==> config.mk <==
export PLATFORM = sky130hd
export DESIGN_NAME = fpu_wb_top
export DESIGN_NICKNAME = d
export VERILOG_FILES = /design/src/verilog/fpu_pkg.sv /design/src/verilog/fp_mul.sv /design/src/verilog/fp_add.sv /design/src/verilog/fp_inv_sqrt.sv /design/src/verilog/fp_int_convert.sv /design/src/verilog/fpu_datapath.sv /design/src/verilog/fpu_wb_slave.sv /design/src/verilog/fpu_wb_top.sv
export SDC_FILE = /design/constraint.sdc
export NUM_CORES = 2
export LEC_CHECK = 0
export BUFFER_PORTS_ARGS = -buffer_cell sky130_fd_sc_hd__buf_2
export CORE_MARGIN = 5
export CORE_UTILIZATION = 30
export DETAILED_ROUTE_END_ITERATION = 7
export PLACE_DENSITY_LB_ADDON = 0.25
export SLEW_MARGIN = 20
export SYNTH_ARGS = -nofsm -noshare
export SYNTH_HDL_FRONTEND = slang
export SYNTH_SLANG_ARGS = --single-unit
==> constraint.sdc <==
create_clock -name iCLK -period 19.7 [get_ports iCLK]
set_input_delay 3.94 -clock iCLK [delete_from_list [all_inputs] [get_ports iCLK]]
set_output_delay 3.94 -clock iCLK [all_outputs]
set_load 0.02 [all_outputs]
==> src/verilog/fpu_pkg.sv <==
package fpu_pkg;

    // Float format: sign, biased exponent, fraction with hidden one
    localparam int FP_W   = 27;
    localparam int EXP_W  = 8;
    localparam int FRAC_W = 18;
    localparam int INT_W  = 16;

    typedef logic [FP_W-1:0] fp_t;

    // Exponent of 1.0
    localparam logic [EXP_W-1:0] EXP_BIAS = 8'd127;

    // Clip value for float to integer
    localparam logic signed [INT_W-1:0] INT_MAX = 16'sd32767;

    // 1.5 and the initial-guess constant for inverse square root
    localparam fp_t FP_ONE_HALF_3  = 27'd33423360;
    localparam fp_t INV_SQRT_MAGIC = 27'd49920718;

    typedef enum logic [2:0] {
        OP_MUL       = 3'd0,
        OP_ADD       = 3'd1,
        OP_INV_SQRT  = 3'd2,
        OP_INT_TO_FP = 3'd3,
        OP_FP_TO_INT = 3'd4
    } fpu_op_e;

    // Wishbone data and word address widths
    localparam int BUS_W = 32;
    localparam int ADR_W = 3;

    // Register map
    localparam logic [ADR_W-1:0] REG_OPA    = 3'd0;
    localparam logic [ADR_W-1:0] REG_OPB    = 3'd1;
    localparam logic [ADR_W-1:0] REG_CMD    = 3'd2;
    localparam logic [ADR_W-1:0] REG_RESULT = 3'd3;
    localparam logic [ADR_W-1:0] REG_STATUS = 3'd4;

    // Cycles from launch to a valid datapath result
    localparam int LAT_W = 3;
    localparam logic [LAT_W-1:0] LAT_MUL       = 3'd1;
    localparam logic [LAT_W-1:0] LAT_ADD       = 3'd3;
    localparam logic [LAT_W-1:0] LAT_INV_SQRT  = 3'd6;
    localparam logic [LAT_W-1:0] LAT_INT_TO_FP = 3'd1;
    localparam logic [LAT_W-1:0] LAT_FP_TO_INT = 3'd1;

    function automatic logic [LAT_W-1:0] op_latency(input fpu_op_e op);
        case (op)
            OP_MUL:       return LAT_MUL;
            OP_ADD:       return LAT_ADD;
            OP_INV_SQRT:  return LAT_INV_SQRT;
            OP_INT_TO_FP: return LAT_INT_TO_FP;
            OP_FP_TO_INT: return LAT_FP_TO_INT;
            // Undefined codes just yield zero after one cycle
            default:      return 3'd1;
        endcase
    endfunction

endpackage

==> src/verilog/fp_mul.sv <==
`timescale 1ns/1ps

module fp_mul (
    input  fpu_pkg::fp_t a,
    input  fpu_pkg::fp_t b,
    output fpu_pkg::fp_t prod
);

    // Mantissas with the hidden one restored
    logic [fpu_pkg::FRAC_W:0]       a_m;
    logic [fpu_pkg::FRAC_W:0]       b_m;
    logic [2*fpu_pkg::FRAC_W+1:0]   p;
    logic                           hi;
    logic [fpu_pkg::EXP_W+1:0]      e_sum;
    logic [fpu_pkg::EXP_W-1:0]      e_out;
    logic [fpu_pkg::FRAC_W-1:0]     f_out;
    logic                           underflow;
    logic                           any_zero;

    assign a_m = {1'b1, a[17:0]};
    assign b_m = {1'b1, b[17:0]};
    assign p   = a_m * b_m;

    // Product of two values in [1,2) lies in [1,4)
    assign hi = p[37];

    // Exponent sum with the normalisation carry, bias still doubled
    assign e_sum = {2'b0, a[25:18]} + {2'b0, b[25:18]} + {9'b0, hi};

    // Result exponent would be zero or negative
    assign underflow = e_sum <= {2'b0, fpu_pkg::EXP_BIAS};
    // No overflow detection
    assign e_out = 8'(e_sum - {2'b0, fpu_pkg::EXP_BIAS});

    // Drop the leading one, keep the next 18 bits
    assign f_out = hi ? p[36:19] : p[35:18];

    // Any zero exponent means a zero operand
    assign any_zero = (a[25:18] == '0) || (b[25:18] == '0);

    assign prod = (any_zero || underflow) ? '0 : {a[26] ^ b[26], e_out, f_out};

endmodule

==> src/verilog/fp_add.sv <==
`timescale 1ns/1ps

module fp_add (
    input  logic         iCLK,
    input  fpu_pkg::fp_t a,
    input  fpu_pkg::fp_t b,
    output fpu_pkg::fp_t sum
);

    logic [fpu_pkg::EXP_W-1:0] a_e;
    logic [fpu_pkg::EXP_W-1:0] b_e;
    logic [fpu_pkg::FRAC_W:0]  a_m;
    logic [fpu_pkg::FRAC_W:0]  b_m;
    logic                      a_big;
    logic [fpu_pkg::EXP_W-1:0] big_e;
    logic [fpu_pkg::EXP_W-1:0] exp_diff;
    logic [36:0]               big_al;
    logic [36:0]               small_al;
    logic [36:0]               raw;

    // Stage 1 registers
    logic [36:0]               raw_q;
    logic [fpu_pkg::EXP_W-1:0] exp_q;
    logic                      sign_q;
    logic                      a_zero_q;
    logic                      b_zero_q;
    fpu_pkg::fp_t              a_q;
    fpu_pkg::fp_t              b_q;

    // Stage 2 normalisation
    logic [5:0]                lz;
    logic [36:0]               norm;
    logic [fpu_pkg::EXP_W:0]   exp_up;
    logic [fpu_pkg::EXP_W-1:0] res_e;
    logic                      underflow;

    assign a_e = a[25:18];
    assign b_e = b[25:18];
    assign a_m = {1'b1, a[17:0]};
    assign b_m = {1'b1, b[17:0]};

    // Larger magnitude by exponent, then by fraction
    assign a_big = (a_e > b_e) || ((a_e == b_e) && (a[17:0] > b[17:0]));
    assign big_e    = a_big ? a_e : b_e;
    assign exp_diff = a_big ? (a_e - b_e) : (b_e - a_e);

    // Hidden one sits at bit 35, bit 36 takes the carry
    assign big_al   = {1'b0, (a_big ? a_m : b_m), 17'b0};
    assign small_al = (exp_diff > 8'd35) ? '0 :
                      ({1'b0, (a_big ? b_m : a_m), 17'b0} >> exp_diff);

    // Unlike signs subtract, smaller from larger
    assign raw = (a[26] ^ b[26]) ? (big_al - small_al) : (big_al + small_al);

    always_ff @(posedge iCLK) begin
        raw_q    <= raw;
        exp_q    <= big_e;
        sign_q   <= a_big ? a[26] : b[26];
        a_zero_q <= (a_e == '0);
        b_zero_q <= (b_e == '0);
        a_q      <= a;
        b_q      <= b;
    end

    // Distance of the leading one below bit 36
    always_comb begin
        lz = 6'd37;
        for (int i = 0; i < 37; i++) begin
            if (raw_q[i]) begin
                lz = 6'(36 - i);
            end
        end
    end

    assign norm = raw_q << lz;

    // Leading one at bit 35 keeps the larger exponent
    assign exp_up    = {1'b0, exp_q} + 9'd1;
    assign underflow = exp_up <= {3'b0, lz};
    assign res_e     = 8'(exp_up - {3'b0, lz});

    always_ff @(posedge iCLK) begin
        if (a_zero_q && b_zero_q) begin
            sum <= '0;
        end else if (a_zero_q) begin
            sum <= b_q;
        end else if (b_zero_q) begin
            sum <= a_q;
        end else if (underflow || (raw_q == '0)) begin
            // Exact cancellation lands here too
            sum <= '0;
        end else begin
            sum <= {sign_q, res_e, norm[35:18]};
        end
    end

endmodule

==> src/verilog/fp_inv_sqrt.sv <==
`timescale 1ns/1ps

module fp_inv_sqrt (
    input  logic         iCLK,
    input  fpu_pkg::fp_t a,
    output fpu_pkg::fp_t inv_sqrt
);

    fpu_pkg::fp_t y_1;
    fpu_pkg::fp_t half_1;
    fpu_pkg::fp_t ysq_1;
    fpu_pkg::fp_t ysq_2;
    fpu_pkg::fp_t half_2;
    fpu_pkg::fp_t hprod_2;
    fpu_pkg::fp_t hprod_3;
    fpu_pkg::fp_t corr;
    fpu_pkg::fp_t corr_5;
    fpu_pkg::fp_t y_5;
    // Guess delay line, one entry per edge
    fpu_pkg::fp_t y_dly [4];

    // Bit-level first guess
    assign y_1 = fpu_pkg::INV_SQRT_MAGIC - (a >> 1);
    // Halving is an exponent decrement
    assign half_1 = {a[26], a[25:18] - 8'd1, a[17:0]};

    // Stage 1, y squared
    fp_mul u_sq (
        .a    (y_1),
        .b    (y_1),
        .prod (ysq_1)
    );

    // Stage 2, times a/2
    fp_mul u_half (
        .a    (half_2),
        .b    (ysq_2),
        .prod (hprod_2)
    );

    // Stages 3 and 4, 1.5 minus the product
    fp_add u_sub (
        .iCLK (iCLK),
        .a    ({~hprod_3[26], hprod_3[25:0]}),
        .b    (fpu_pkg::FP_ONE_HALF_3),
        .sum  (corr)
    );

    // Stage 5, correction times guess
    fp_mul u_newton (
        .a    (y_5),
        .b    (corr_5),
        .prod (inv_sqrt)
    );

    always_ff @(posedge iCLK) begin
        ysq_2   <= ysq_1;
        half_2  <= half_1;
        hprod_3 <= hprod_2;
        // Adder output lines up with the fifth edge
        corr_5  <= corr;
        y_dly[0] <= y_1;
        for (int i = 1; i < 4; i++) begin
            y_dly[i] <= y_dly[i-1];
        end
        y_5 <= y_dly[3];
    end

endmodule

==> src/verilog/fp_int_convert.sv <==
`timescale 1ns/1ps

module fp_int_convert (
    input  logic signed [fpu_pkg::INT_W-1:0] int_in,
    input  fpu_pkg::fp_t                     fp_in,
    output fpu_pkg::fp_t                     fp_out,
    output logic signed [fpu_pkg::INT_W-1:0] int_out
);

    logic                      neg_in;
    logic [fpu_pkg::INT_W-1:0] mag;
    logic [3:0]                msb;
    logic [33:0]               i2f_buf;
    logic [fpu_pkg::EXP_W-1:0] f_e;
    logic [33:0]               f2i_buf;
    logic [fpu_pkg::INT_W-1:0] f2i_mag;

    // Integer to float
    assign neg_in = int_in[15];
    // Magnitude of -32768 still fits unsigned
    assign mag = neg_in ? 16'(-int_in) : int_in;

    // Position of the leading one
    always_comb begin
        msb = 4'd0;
        for (int i = 0; i < 16; i++) begin
            if (mag[i]) begin
                msb = 4'(i);
            end
        end
    end

    // Leading one moved to bit 18, below it is the fraction
    assign i2f_buf = {18'b0, mag} << (5'd18 - {1'b0, msb});

    assign fp_out = (int_in == '0) ? '0 :
                    {neg_in, fpu_pkg::EXP_BIAS + {4'b0, msb}, i2f_buf[17:0]};

    // Float to integer
    assign f_e = fp_in[25:18];
    // 1.f shifted up by the unbiased exponent, integer part in [33:18]
    assign f2i_buf = {15'b0, 1'b1, fp_in[17:0]} << (f_e - fpu_pkg::EXP_BIAS);
    assign f2i_mag = f2i_buf[33:18];

    always_comb begin
        if (f_e < fpu_pkg::EXP_BIAS) begin
            // Magnitude below one
            int_out = '0;
        end else if (f_e > fpu_pkg::EXP_BIAS + 8'd14) begin
            int_out = fp_in[26] ? -fpu_pkg::INT_MAX : fpu_pkg::INT_MAX;
        end else if (fp_in[26]) begin
            int_out = -$signed(f2i_mag);
        end else begin
            int_out = $signed(f2i_mag);
        end
    end

endmodule

==> src/verilog/fpu_datapath.sv <==
`timescale 1ns/1ps

module fpu_datapath (
    input  logic             iCLK,
    input  logic             rst,
    input  fpu_pkg::fpu_op_e opcode,
    input  fpu_pkg::fp_t     op_a,
    input  fpu_pkg::fp_t     op_b,
    output fpu_pkg::fp_t     result
);

    fpu_pkg::fp_t                     prod;
    fpu_pkg::fp_t                     sum;
    fpu_pkg::fp_t                     inv;
    fpu_pkg::fp_t                     i2f;
    logic signed [fpu_pkg::INT_W-1:0] f2i;
    fpu_pkg::fp_t                     sel;

    // All units see the same operands
    fp_mul u_mul (
        .a    (op_a),
        .b    (op_b),
        .prod (prod)
    );

    fp_add u_add (
        .iCLK (iCLK),
        .a    (op_a),
        .b    (op_b),
        .sum  (sum)
    );

    fp_inv_sqrt u_inv_sqrt (
        .iCLK     (iCLK),
        .a        (op_a),
        .inv_sqrt (inv)
    );

    // Integer operand rides in the low bits of A
    fp_int_convert u_convert (
        .int_in  ($signed(op_a[fpu_pkg::INT_W-1:0])),
        .fp_in   (op_a),
        .fp_out  (i2f),
        .int_out (f2i)
    );

    always_comb begin
        case (opcode)
            fpu_pkg::OP_MUL:       sel = prod;
            fpu_pkg::OP_ADD:       sel = sum;
            fpu_pkg::OP_INV_SQRT:  sel = inv;
            fpu_pkg::OP_INT_TO_FP: sel = i2f;
            // Sign-extended integer
            fpu_pkg::OP_FP_TO_INT: sel = {{(fpu_pkg::FP_W - fpu_pkg::INT_W){f2i[15]}}, f2i};
            default:               sel = '0;
        endcase
    end

    always_ff @(posedge iCLK) begin
        if (rst) begin
            result <= '0;
        end else begin
            result <= sel;
        end
    end

endmodule

==> src/verilog/fpu_wb_slave.sv <==
`timescale 1ns/1ps

module fpu_wb_slave (
    input  logic                      iCLK,
    input  logic                      rst,
    input  logic                      wb_cyc,
    input  logic                      wb_stb,
    input  logic                      wb_we,
    input  logic [fpu_pkg::ADR_W-1:0] wb_adr,
    input  logic [fpu_pkg::BUS_W-1:0] wb_dat_i,
    output logic [fpu_pkg::BUS_W-1:0] wb_dat_o,
    output logic                      wb_ack,
    output fpu_pkg::fp_t              op_a,
    output fpu_pkg::fp_t              op_b,
    output fpu_pkg::fpu_op_e          opcode,
    input  fpu_pkg::fp_t              result
);

    logic                      req;
    logic                      served;
    logic                      stall;
    logic                      accept;
    logic                      launch;
    logic                      busy;
    logic                      done;
    logic [fpu_pkg::LAT_W-1:0] cnt;
    fpu_pkg::fpu_op_e          cmd_op;
    fpu_pkg::fp_t              result_q;

    assign req = wb_cyc && wb_stb;

    // Result reads and command writes wait for idle
    assign stall = busy &&
                   ((!wb_we && (wb_adr == fpu_pkg::REG_RESULT)) ||
                    (wb_we && (wb_adr == fpu_pkg::REG_CMD)));

    // One ack per strobe
    assign accept = req && !served && !stall;
    assign launch = accept && wb_we && (wb_adr == fpu_pkg::REG_CMD);
    assign cmd_op = fpu_pkg::fpu_op_e'(wb_dat_i[2:0]);

    // Busy while the latency count runs
    assign busy = (cnt != '0);

    always_ff @(posedge iCLK) begin
        if (rst) begin
            wb_ack   <= 1'b0;
            served   <= 1'b0;
            cnt      <= '0;
            done     <= 1'b0;
            op_a     <= '0;
            op_b     <= '0;
            opcode   <= fpu_pkg::OP_MUL;
            result_q <= '0;
        end else begin
            wb_ack <= accept;
            if (accept) begin
                served <= 1'b1;
            end else if (!req) begin
                served <= 1'b0;
            end

            // Down-counter loaded on the launch edge
            if (launch) begin
                cnt <= fpu_pkg::op_latency(cmd_op);
            end else if (busy) begin
                cnt <= cnt - 1'b1;
            end

            // Datapath register is valid once the count expires,
            // so it is sampled on the following edge
            done <= (cnt == 3'd1);
            if (done) begin
                result_q <= result;
            end

            // Writes to read-only or unmapped addresses fall through
            if (accept && wb_we) begin
                case (wb_adr)
                    fpu_pkg::REG_OPA: op_a <= wb_dat_i[fpu_pkg::FP_W-1:0];
                    fpu_pkg::REG_OPB: op_b <= wb_dat_i[fpu_pkg::FP_W-1:0];
                    fpu_pkg::REG_CMD: opcode <= cmd_op;
                    default: ;
                endcase
            end
        end
    end

    // Read mux, sampled by the host while ack is high
    always_comb begin
        wb_dat_o = '0;
        case (wb_adr)
            fpu_pkg::REG_OPA:    wb_dat_o[fpu_pkg::FP_W-1:0] = op_a;
            fpu_pkg::REG_OPB:    wb_dat_o[fpu_pkg::FP_W-1:0] = op_b;
            fpu_pkg::REG_CMD:    wb_dat_o[2:0] = opcode;
            fpu_pkg::REG_RESULT: wb_dat_o[fpu_pkg::FP_W-1:0] = result_q;
            fpu_pkg::REG_STATUS: wb_dat_o[0] = busy;
            default:             wb_dat_o = '0;
        endcase
    end

endmodule

==> src/verilog/fpu_wb_top.sv <==
`timescale 1ns/1ps

module fpu_wb_top (
    input  logic                      iCLK,
    input  logic                      rst,
    input  logic                      wb_cyc,
    input  logic                      wb_stb,
    input  logic                      wb_we,
    input  logic [fpu_pkg::ADR_W-1:0] wb_adr,
    input  logic [fpu_pkg::BUS_W-1:0] wb_dat_i,
    output logic [fpu_pkg::BUS_W-1:0] wb_dat_o,
    output logic                      wb_ack
);

    // Slave to datapath
    fpu_pkg::fp_t     op_a;
    fpu_pkg::fp_t     op_b;
    fpu_pkg::fpu_op_e opcode;
    fpu_pkg::fp_t     result;

    fpu_wb_slave u_slave (
        .iCLK     (iCLK),
        .rst      (rst),
        .wb_cyc   (wb_cyc),
        .wb_stb   (wb_stb),
        .wb_we    (wb_we),
        .wb_adr   (wb_adr),
        .wb_dat_i (wb_dat_i),
        .wb_dat_o (wb_dat_o),
        .wb_ack   (wb_ack),
        .op_a     (op_a),
        .op_b     (op_b),
        .opcode   (opcode),
        .result   (result)
    );

    fpu_datapath u_datapath (
        .iCLK   (iCLK),
        .rst    (rst),
        .opcode (opcode),
        .op_a   (op_a),
        .op_b   (op_b),
        .result (result)
    );

endmodule

Word-level counts from Yosys, hierarchy flattened
Memory sizes are Yosys's and may differ from the RTL's. A register that Yosys moved wholly into a read port is not among the register bits.
Index checks and enable logic that the tools add are counted.
{"block": "totals", "mem_bits_rw": 108, "inputBits": 40, "register_bits": 428, "wordCells": 274, "memories": 1}
{"name": "u_datapath.u_inv_sqrt.y_dly", "depth": 4, "word_bits": 27, "rd": 4, "rd_clocked_by_memory_dff": 1, "write_ports": 4, "line": "fp_inv_sqrt.sv:20", "rtl": "fpu_pkg::fp_t y_dly [4];"}
{"block": "classes", "n_bitwise": 4, "reduce_logical": 45, "n_eq_ne": 14, "muxes": 126, "n_lt_le_gt_ge": 14, "n_shift": 6, "n_addsub": 32, "multipliers": 4}
{"op": "6-bit two-way mux", "count": 68}
{"op": "27-bit two-way mux", "count": 6}
{"op": "19-bit by 19-bit multiplier with 38-bit output", "count": 4}
{"op": "37-bit two-way mux", "count": 4}
{"op": "18-bit two-way mux", "count": 8}
{"op": "27-bit one-hot mux with 5 select lines", "count": 1}
{"op": "16-bit two-way mux", "count": 5}
{"op": "36-bit by 37-bit adder with 37-bit output", "count": 2}
{"op": "37-bit zero test", "count": 2}
{"op": "37-bit by 6-bit << shifter with 36-bit output", "count": 2}
{"op": "36-bit by 8-bit right shift with 37-bit output", "count": 2}
{"op": "36-bit by 37-bit subtractor with 37-bit output", "count": 2}
{"op": "24-bit one-hot mux with 3 select lines", "count": 1}
{"op": "8-bit zero test", "count": 8}
{"op": "4-bit two-way mux", "count": 14}
{"op": "8-bit by 7-bit subtractor with 8-bit output (second input constant)", "count": 6}
{"op": "9-bit by 1-bit adder with 10-bit output", "count": 4}
{"op": "10-bit by 7-bit less-or-equal comparator with 1-bit output (second input constant)", "count": 4}
{"op": "8-bit by 8-bit adder with 9-bit output", "count": 4}
{"op": "19-bit by 8-bit << shifter with 34-bit output", "count": 1}
{"op": "16-bit negator", "count": 2}
{"op": "26-bit by 26-bit subtractor with 27-bit output (first input constant)", "count": 1}
{"op": "25-bit two-way mux", "count": 1}
{"op": "8-bit two-way mux", "count": 3}
{"op": "other kinds (39)", "count": 90}

Longest topological paths before layout
{"block": "depth", "ltp_word": 42, "ltp_mapped": 49}

By module
From an unflattened synthesis, not the netlist that was laid out.
{"block": "hier_totals", "cells_unflattened": 10782, "hier_area_um2": 90524.3}
{"mod": "fp_add at u_datapath.u_inv_sqrt.u_sub", "area_each_um2": 12478.2, "seq_area_each_um2": 2582.5, "instances": 1, "cells_per_inst": 1647}
{"mod": "fp_add at u_datapath.u_add", "area_each_um2": 12431.9, "seq_area_each_um2": 2582.5, "instances": 1, "cells_per_inst": 1645}
{"mod": "fp_mul at u_datapath.u_inv_sqrt.u_sq", "area_each_um2": 12294.3, "seq_area_each_um2": 0.0, "instances": 1, "cells_per_inst": 1441}
{"mod": "fp_mul at u_datapath.u_mul", "area_each_um2": 12218.0, "seq_area_each_um2": 0.0, "instances": 1, "cells_per_inst": 1437}
{"mod": "fp_mul at u_datapath.u_inv_sqrt.u_newton", "area_each_um2": 12194.2, "seq_area_each_um2": 0.0, "instances": 1, "cells_per_inst": 1427}
{"mod": "fp_mul at u_datapath.u_inv_sqrt.u_half", "area_each_um2": 12090.3, "seq_area_each_um2": 0.0, "instances": 1, "cells_per_inst": 1402}
{"mod": "fp_inv_sqrt", "area_each_um2": 5632.9, "seq_area_each_um2": 4844.6, "instances": 1, "cells_per_inst": 368}
{"mod": "fpu_wb_slave", "area_each_um2": 4576.9, "seq_area_each_um2": 1801.7, "instances": 1, "cells_per_inst": 510}
{"mod": "fp_int_convert", "area_each_um2": 4520.6, "seq_area_each_um2": 0.0, "instances": 1, "cells_per_inst": 664}
{"mod": "fpu_datapath", "area_each_um2": 2087.0, "seq_area_each_um2": 540.5, "instances": 1, "cells_per_inst": 241}

Least setup slack after synthesis
No wires, ideal clock.
{"block": "synth_path", "path_type": "register to register", "start": "register u_slave.op_a[15]", "end": "register u_datapath.result[3]", "path_buffers": 8, "t_arrival_ns": 10.090, "synth_period_minus_slack_ns": 10.164, "t_required_ns": 19.626, "slack_ns": 9.536, "path_stages_with_launch": 48, "path_cell_list": "dfxtp_1 -> clkbuf_1 -> clkbuf_1 -> clkbuf_1 -> clkbuf_1 -> nand2_1 -> fa_1 -> inv_1 -> fa_1 -> fa_1 -> fa_1 -> fa_1 -> inv_1 -> fa_1 -> inv_1 -> ha_1 -> clkbuf_1 -> a21o_1 -> [... 12 more ...] -> fa_1 -> fa_1 -> nor2_1 -> nor2_1 -> nor2_1 -> nor2_1 -> nor2_1 -> nor2_1 -> nor2_1 -> nor2_1 -> nand2_1 -> mux2i_1 -> a211oi_1 -> clkbuf_1 -> nand2_1 -> nor3_1 -> nand2_1 -> a31oi_1"}
{"block": "synth_between", "elab_chain_len": 20, "elab_cells_between_ends": 33, "classes_between": "add/sub (4); mul (1); order compare (1); shift (2); mux (23); reduce/logical (2)"}
{"element": "start: declaration", "line": "fpu_wb_slave.sv:13", "rtl": "output fpu_pkg::fp_t op_a,"}
{"element": "start signal: assignment", "line": "fpu_wb_slave.sv:80", "rtl": "fpu_pkg::REG_OPA: op_a <= wb_dat_i[fpu_pkg::FP_W-1:0];"}
{"element": "parallel branches: the longest is 19 deep, another holds 19-bit by 19-bit multiplier with 38-bit output"}
{"element": "27-bit one-hot mux with 5 select lines *", "line": "fpu_datapath.sv:48", "rtl": "case (opcode)"}
{"element": "end signal: assignment", "line": "fpu_datapath.sv:63", "rtl": "result <= sel;"}
{"element": "end: declaration", "line": "fpu_datapath.sv:9", "rtl": "output fpu_pkg::fp_t result"}
Mark *: on every way between the ends.
A chain may end at the register's enable or synchronous reset.

Final worst setup path
{"block": "layout_path", "start": "register u_slave.op_a[2]", "end": "register u_datapath.u_inv_sqrt.ysq_2[24]"}
{"block": "layout_between", "elab_chain_len": 5, "elab_cells_between_ends": 8, "classes_between": "add/sub (4); mul (1); order compare (1); reduce/logical (2)"}
{"element": "26-bit by 26-bit subtractor with 27-bit output *", "line": "fp_inv_sqrt.sv:23", "rtl": "assign y_1 = fpu_pkg::INV_SQRT_MAGIC - (a >> 1);"}
{"element": "via u_datapath.u_inv_sqrt.u_sq.a[12]", "line": "fp_mul.sv:4", "rtl": "input fpu_pkg::fp_t a,"}
{"element": "19-bit by 19-bit multiplier with 38-bit output *", "line": "fp_mul.sv:22", "rtl": "assign p = a_m * b_m;"}
{"element": "9-bit by 1-bit adder with 10-bit output *", "line": "fp_mul.sv:28", "rtl": "assign e_sum = {2'b0, a[25:18]} + {2'b0, b[25:18]} + {9'b0, hi};"}
{"element": "10-bit by 7-bit less-or-equal comparator with 1-bit output", "line": "fp_mul.sv:31", "rtl": "assign underflow = e_sum <= {2'b0, fpu_pkg::EXP_BIAS};"}
{"element": "1-bit logical OR", "line": "fp_mul.sv:41", "rtl": "assign prod = (any_zero || underflow) ? '0 : {a[26] ^ b[26], e_out, f_out};"}
{"element": "end signal: assignment", "line": "fp_inv_sqrt.sv:57", "rtl": "ysq_2 <= ysq_1;"}
{"element": "end: declaration", "line": "fp_inv_sqrt.sv:12", "rtl": "fpu_pkg::fp_t ysq_2;"}
Mark *: on every way through the listed nets, which the timed path passes. The rest lies on a longest branch.

==> reports/qor.csv <==
metric,value,unit
adder-cell share of the synthesized area,38.62,%
category of the worst setup path launch point,flip-flop,
dominant cells by area after synthesis,"sky130_fd_sc_hd__fa_1, sky130_fd_sc_hd__dfxtp_1, sky130_fd_sc_hd__ha_1, sky130_fd_sc_hd__inv_1, sky130_fd_sc_hd__nand2_1",
number of synthesized flops with an enable pin,0,
number of global-route vias before repair,67570,
global-route wire length before repair,419400,um
placer's final routability congestion estimate,0.9227,
Compound-Gate Fraction of Synth Area,12.32,%
class of the worst hold path,reg -> reg,
final count of pins violating max slew,0,
mean cell area of the mapped netlist,8.353,sq um
# H-tree levels,2,
Achievable Freq,85.74,MHz
number of core rows,188,
Post-Synth XOR/XNOR Area,3.086,%
clock slew seen by the registers of the worst setup and hold paths,0.08,ns
Worst-Margin Slew,1.317,ns
dpl hpwl,213000,um
clock buffer count from CTS,61,
CTS tree,yes,
met3 track utilization from global routing,3.049,%
outcome,"complete, no violations",
DRT antenna net count,0,
port buffer count,62,
share of synthesized area spent on multiplexers,5.330,%
Syn. warnings,0,
"Clk Latency, worst-skew pair",0.71,ns
layout cells sized above 1,5.650,%
grt peak-use layer,met2,
max capacitance violation total,0,
Bufs and invs on worst path,7,
simple-gate share of the synthesized area,16.63,%
number of hold-slack violations in the final timing report,0,
post-route fraction of the period consumed by the critical path,59.20,%
Setup Buffers After CTS,0,
combined global-route utilization of all metal layers,19.77,%
wire length per cell after detailed routing,21.34,um
"critical path fanouts, max",29,
Crit path largest cell delay,0.71,ns
clk sink count,542,
number of iterations in the first detailed-routing pass,7,
count of final setup violators,0,
Die Y-Extent,523.8,um
combined area of all synthesized cells,0.07918,sq mm
total number of vias,65590,
post_cts resized,0,
width of the die,523.8,um
root buffer selected by CTS,sky130_fd_sc_hd__clkbuf_16,
count of cell types in the netlist,104,
relative slew slack,11.25,%
setup clock skew after layout,0.04294,ns
"Async S/R FF share, synth",0,%
accumulated negative setup slack,0,ns
ranking of synthesized cells by instance count,"sky130_fd_sc_hd__inv_1, sky130_fd_sc_hd__nand2_1, sky130_fd_sc_hd__fa_1",
final critical delay including setup and external delays,11.66,ns
share of the synthesized area in the top cell type,28.42,%
met2 Track Usage GR,31.37,%
detailed-route wire length,274600,um
Synth Flop Type,sky130_fd_sc_hd__dfxtp_1,
io pins,73,
Crit Path Category,reg -> reg,
GRT overflow,0,
Final nets,11110,
setup repair after global routing missed its margin,no,
cell seen most often among critical-path stages,sky130_fd_sc_hd__fa_1,
top-count cell post-synth,sky130_fd_sc_hd__inv_1,
required time of the critical path,20.27,ns
combinational family with the most area after synthesis,adder cells,
category of the worst setup path capture point,flip-flop,
dominant delay contributor by cell family on the critical path,adder cells,
DRC violations left,0,
Bufs on Longest Clock Path,3,
Layout Area Growth over Synthesis,8.095,%
cell count after synthesis,9480,
sequential share of the synthesized area,13.70,%
post-detailed-route via-to-cell ratio,5.097,
CP Data Arrival Time,12.23,ns
die area,0.2743,sq mm
"slowest stage cell, crit path",sky130_fd_sc_hd__a2111oi_2,
number of buffers inserted for hold repair after clock tree synthesis,0,
largest net degree at the start of global routing,75,
Initial Util,30.16,%
core region area,0.2625,sq mm
count of state elements after synthesis,542,
DRC marker count from the first detailed-route iteration,4858,
Synth area leader,sky130_fd_sc_hd__fa_1,
global routing met1 resource utilization,27.66,%
initial antenna violation count,25,
stage by stage:
step / util (%) / setup WS [ns] / instances / hold WS [ns] / area, sq um
after detailed placement: 31.80 / 7.598 / 12750 / 0.3121 / 83490
after global placement: 31.80 / 7.623 / 12750 / 0.3102 / 83480
after global routing: 32.60 / 7.190 / 12860 / 0.3118 / 85580
final: 32.61 / 8.037 / 12870 / 0.3101 / 85590
after floorplan: - / 9.536 / 9484 / 0.3096 / 79200
after CTS: 32.59 / 7.612 / 12860 / 0.3066 / 85560
flip-flops by register name, summed over array words and instances, names as in the netlist, 3 cells and up:
name,count
u_datapath.u_add.raw_q,37
u_datapath.u_inv_sqrt.y_dly,107
u_datapath.u_add.a_q,27
u_datapath.u_inv_sqrt.u_sub.exp_q,8
u_datapath.u_add.exp_q,8
u_datapath.u_inv_sqrt.half_2,8
u_slave.result_q,27
u_datapath.u_inv_sqrt.ysq_2,26
u_slave.cnt,3
u_datapath.u_inv_sqrt.y_5,27
u_slave.opcode,3
u_datapath.u_inv_sqrt.u_sub.raw_q,37
u_datapath.u_inv_sqrt.hprod_3,27
u_datapath.result,27
u_datapath.u_add.sum,27
u_datapath.u_add.b_q,27
u_datapath.u_inv_sqrt.u_sub.sum,27
u_slave.op_a,27
u_slave.op_b,27
u_datapath.u_inv_sqrt.corr_5,27
logic make-up (layout without fill, tap and decap cells):
kind of cell	after synthesis	after routing
AOI/OAI and AO/OA	1488	1488
xor gates and xnor gates	279	279
adders and majority gates	1770	1770
buffers and inverters	2147	2008
DFF	542	542
muxes	375	375
other	1	15
and+or+nand+nor	2878	2878
final cells by class:
class / instances / area (sq um)
flip-flops and latches: 542 / 10880
repair buffers: 234 / 1604
well taps: 3515 / 4398
clock inverters: 32 / 411.6
clock buffers: 80 / 1658
fillers: 27960 / 176900
inverters: 1662 / 6238
multi-input cells: 6795 / 60380
diodes: 10 / 25.02
final timing paths:
path,slack [ns],to,cells past startpoint,start
max reg2reg,8.04,u_datapath.u_inv_sqrt.ysq_2[24],39,u_slave.op_a[2]
max,8.04,u_datapath.u_inv_sqrt.ysq_2[24],39,u_slave.op_a[2]
min reg2reg,0.31,u_datapath.u_inv_sqrt.y_dly[3][3],0,u_datapath.u_inv_sqrt.y_dly[2][3]
min,0.31,u_datapath.u_inv_sqrt.y_dly[3][3],0,u_datapath.u_inv_sqrt.y_dly[2][3]
cells in the final DEF (no fill, tap or decap), drive strengths merged, types with 41 or more instances in the layout:
master,netlist,layout
a211oi,84,84
a21o,91,91
a21oi,410,410
a22oi,56,56
a31oi,50,50
and2,394,394
buf,83,234
clkbuf,402,80
clkinv,36,51
dfxtp,542,542
fa,1124,1124
ha,646,646
inv,1626,1633
mux2,50,50
mux2i,294,294
nand2,1195,1195
nand2b,52,52
nand3,123,123
nor2,675,675
nor2b,57,57
nor3,132,132
nor4,49,49
o211ai,46,46
o21a,45,45
o21ai,321,321
or3,41,41
xnor2,196,196
xor2,83,83
routing by layer:
metal  vias up  routed length [um]
met5         -                  36
met4         6                9968
met3       412               19120
met2      2240              122000
met1     32880              123400
li1      30060                   -
Power is not shown: default switching activity piles up to over one toggle a cycle in this logic, so the estimate is an artifact.
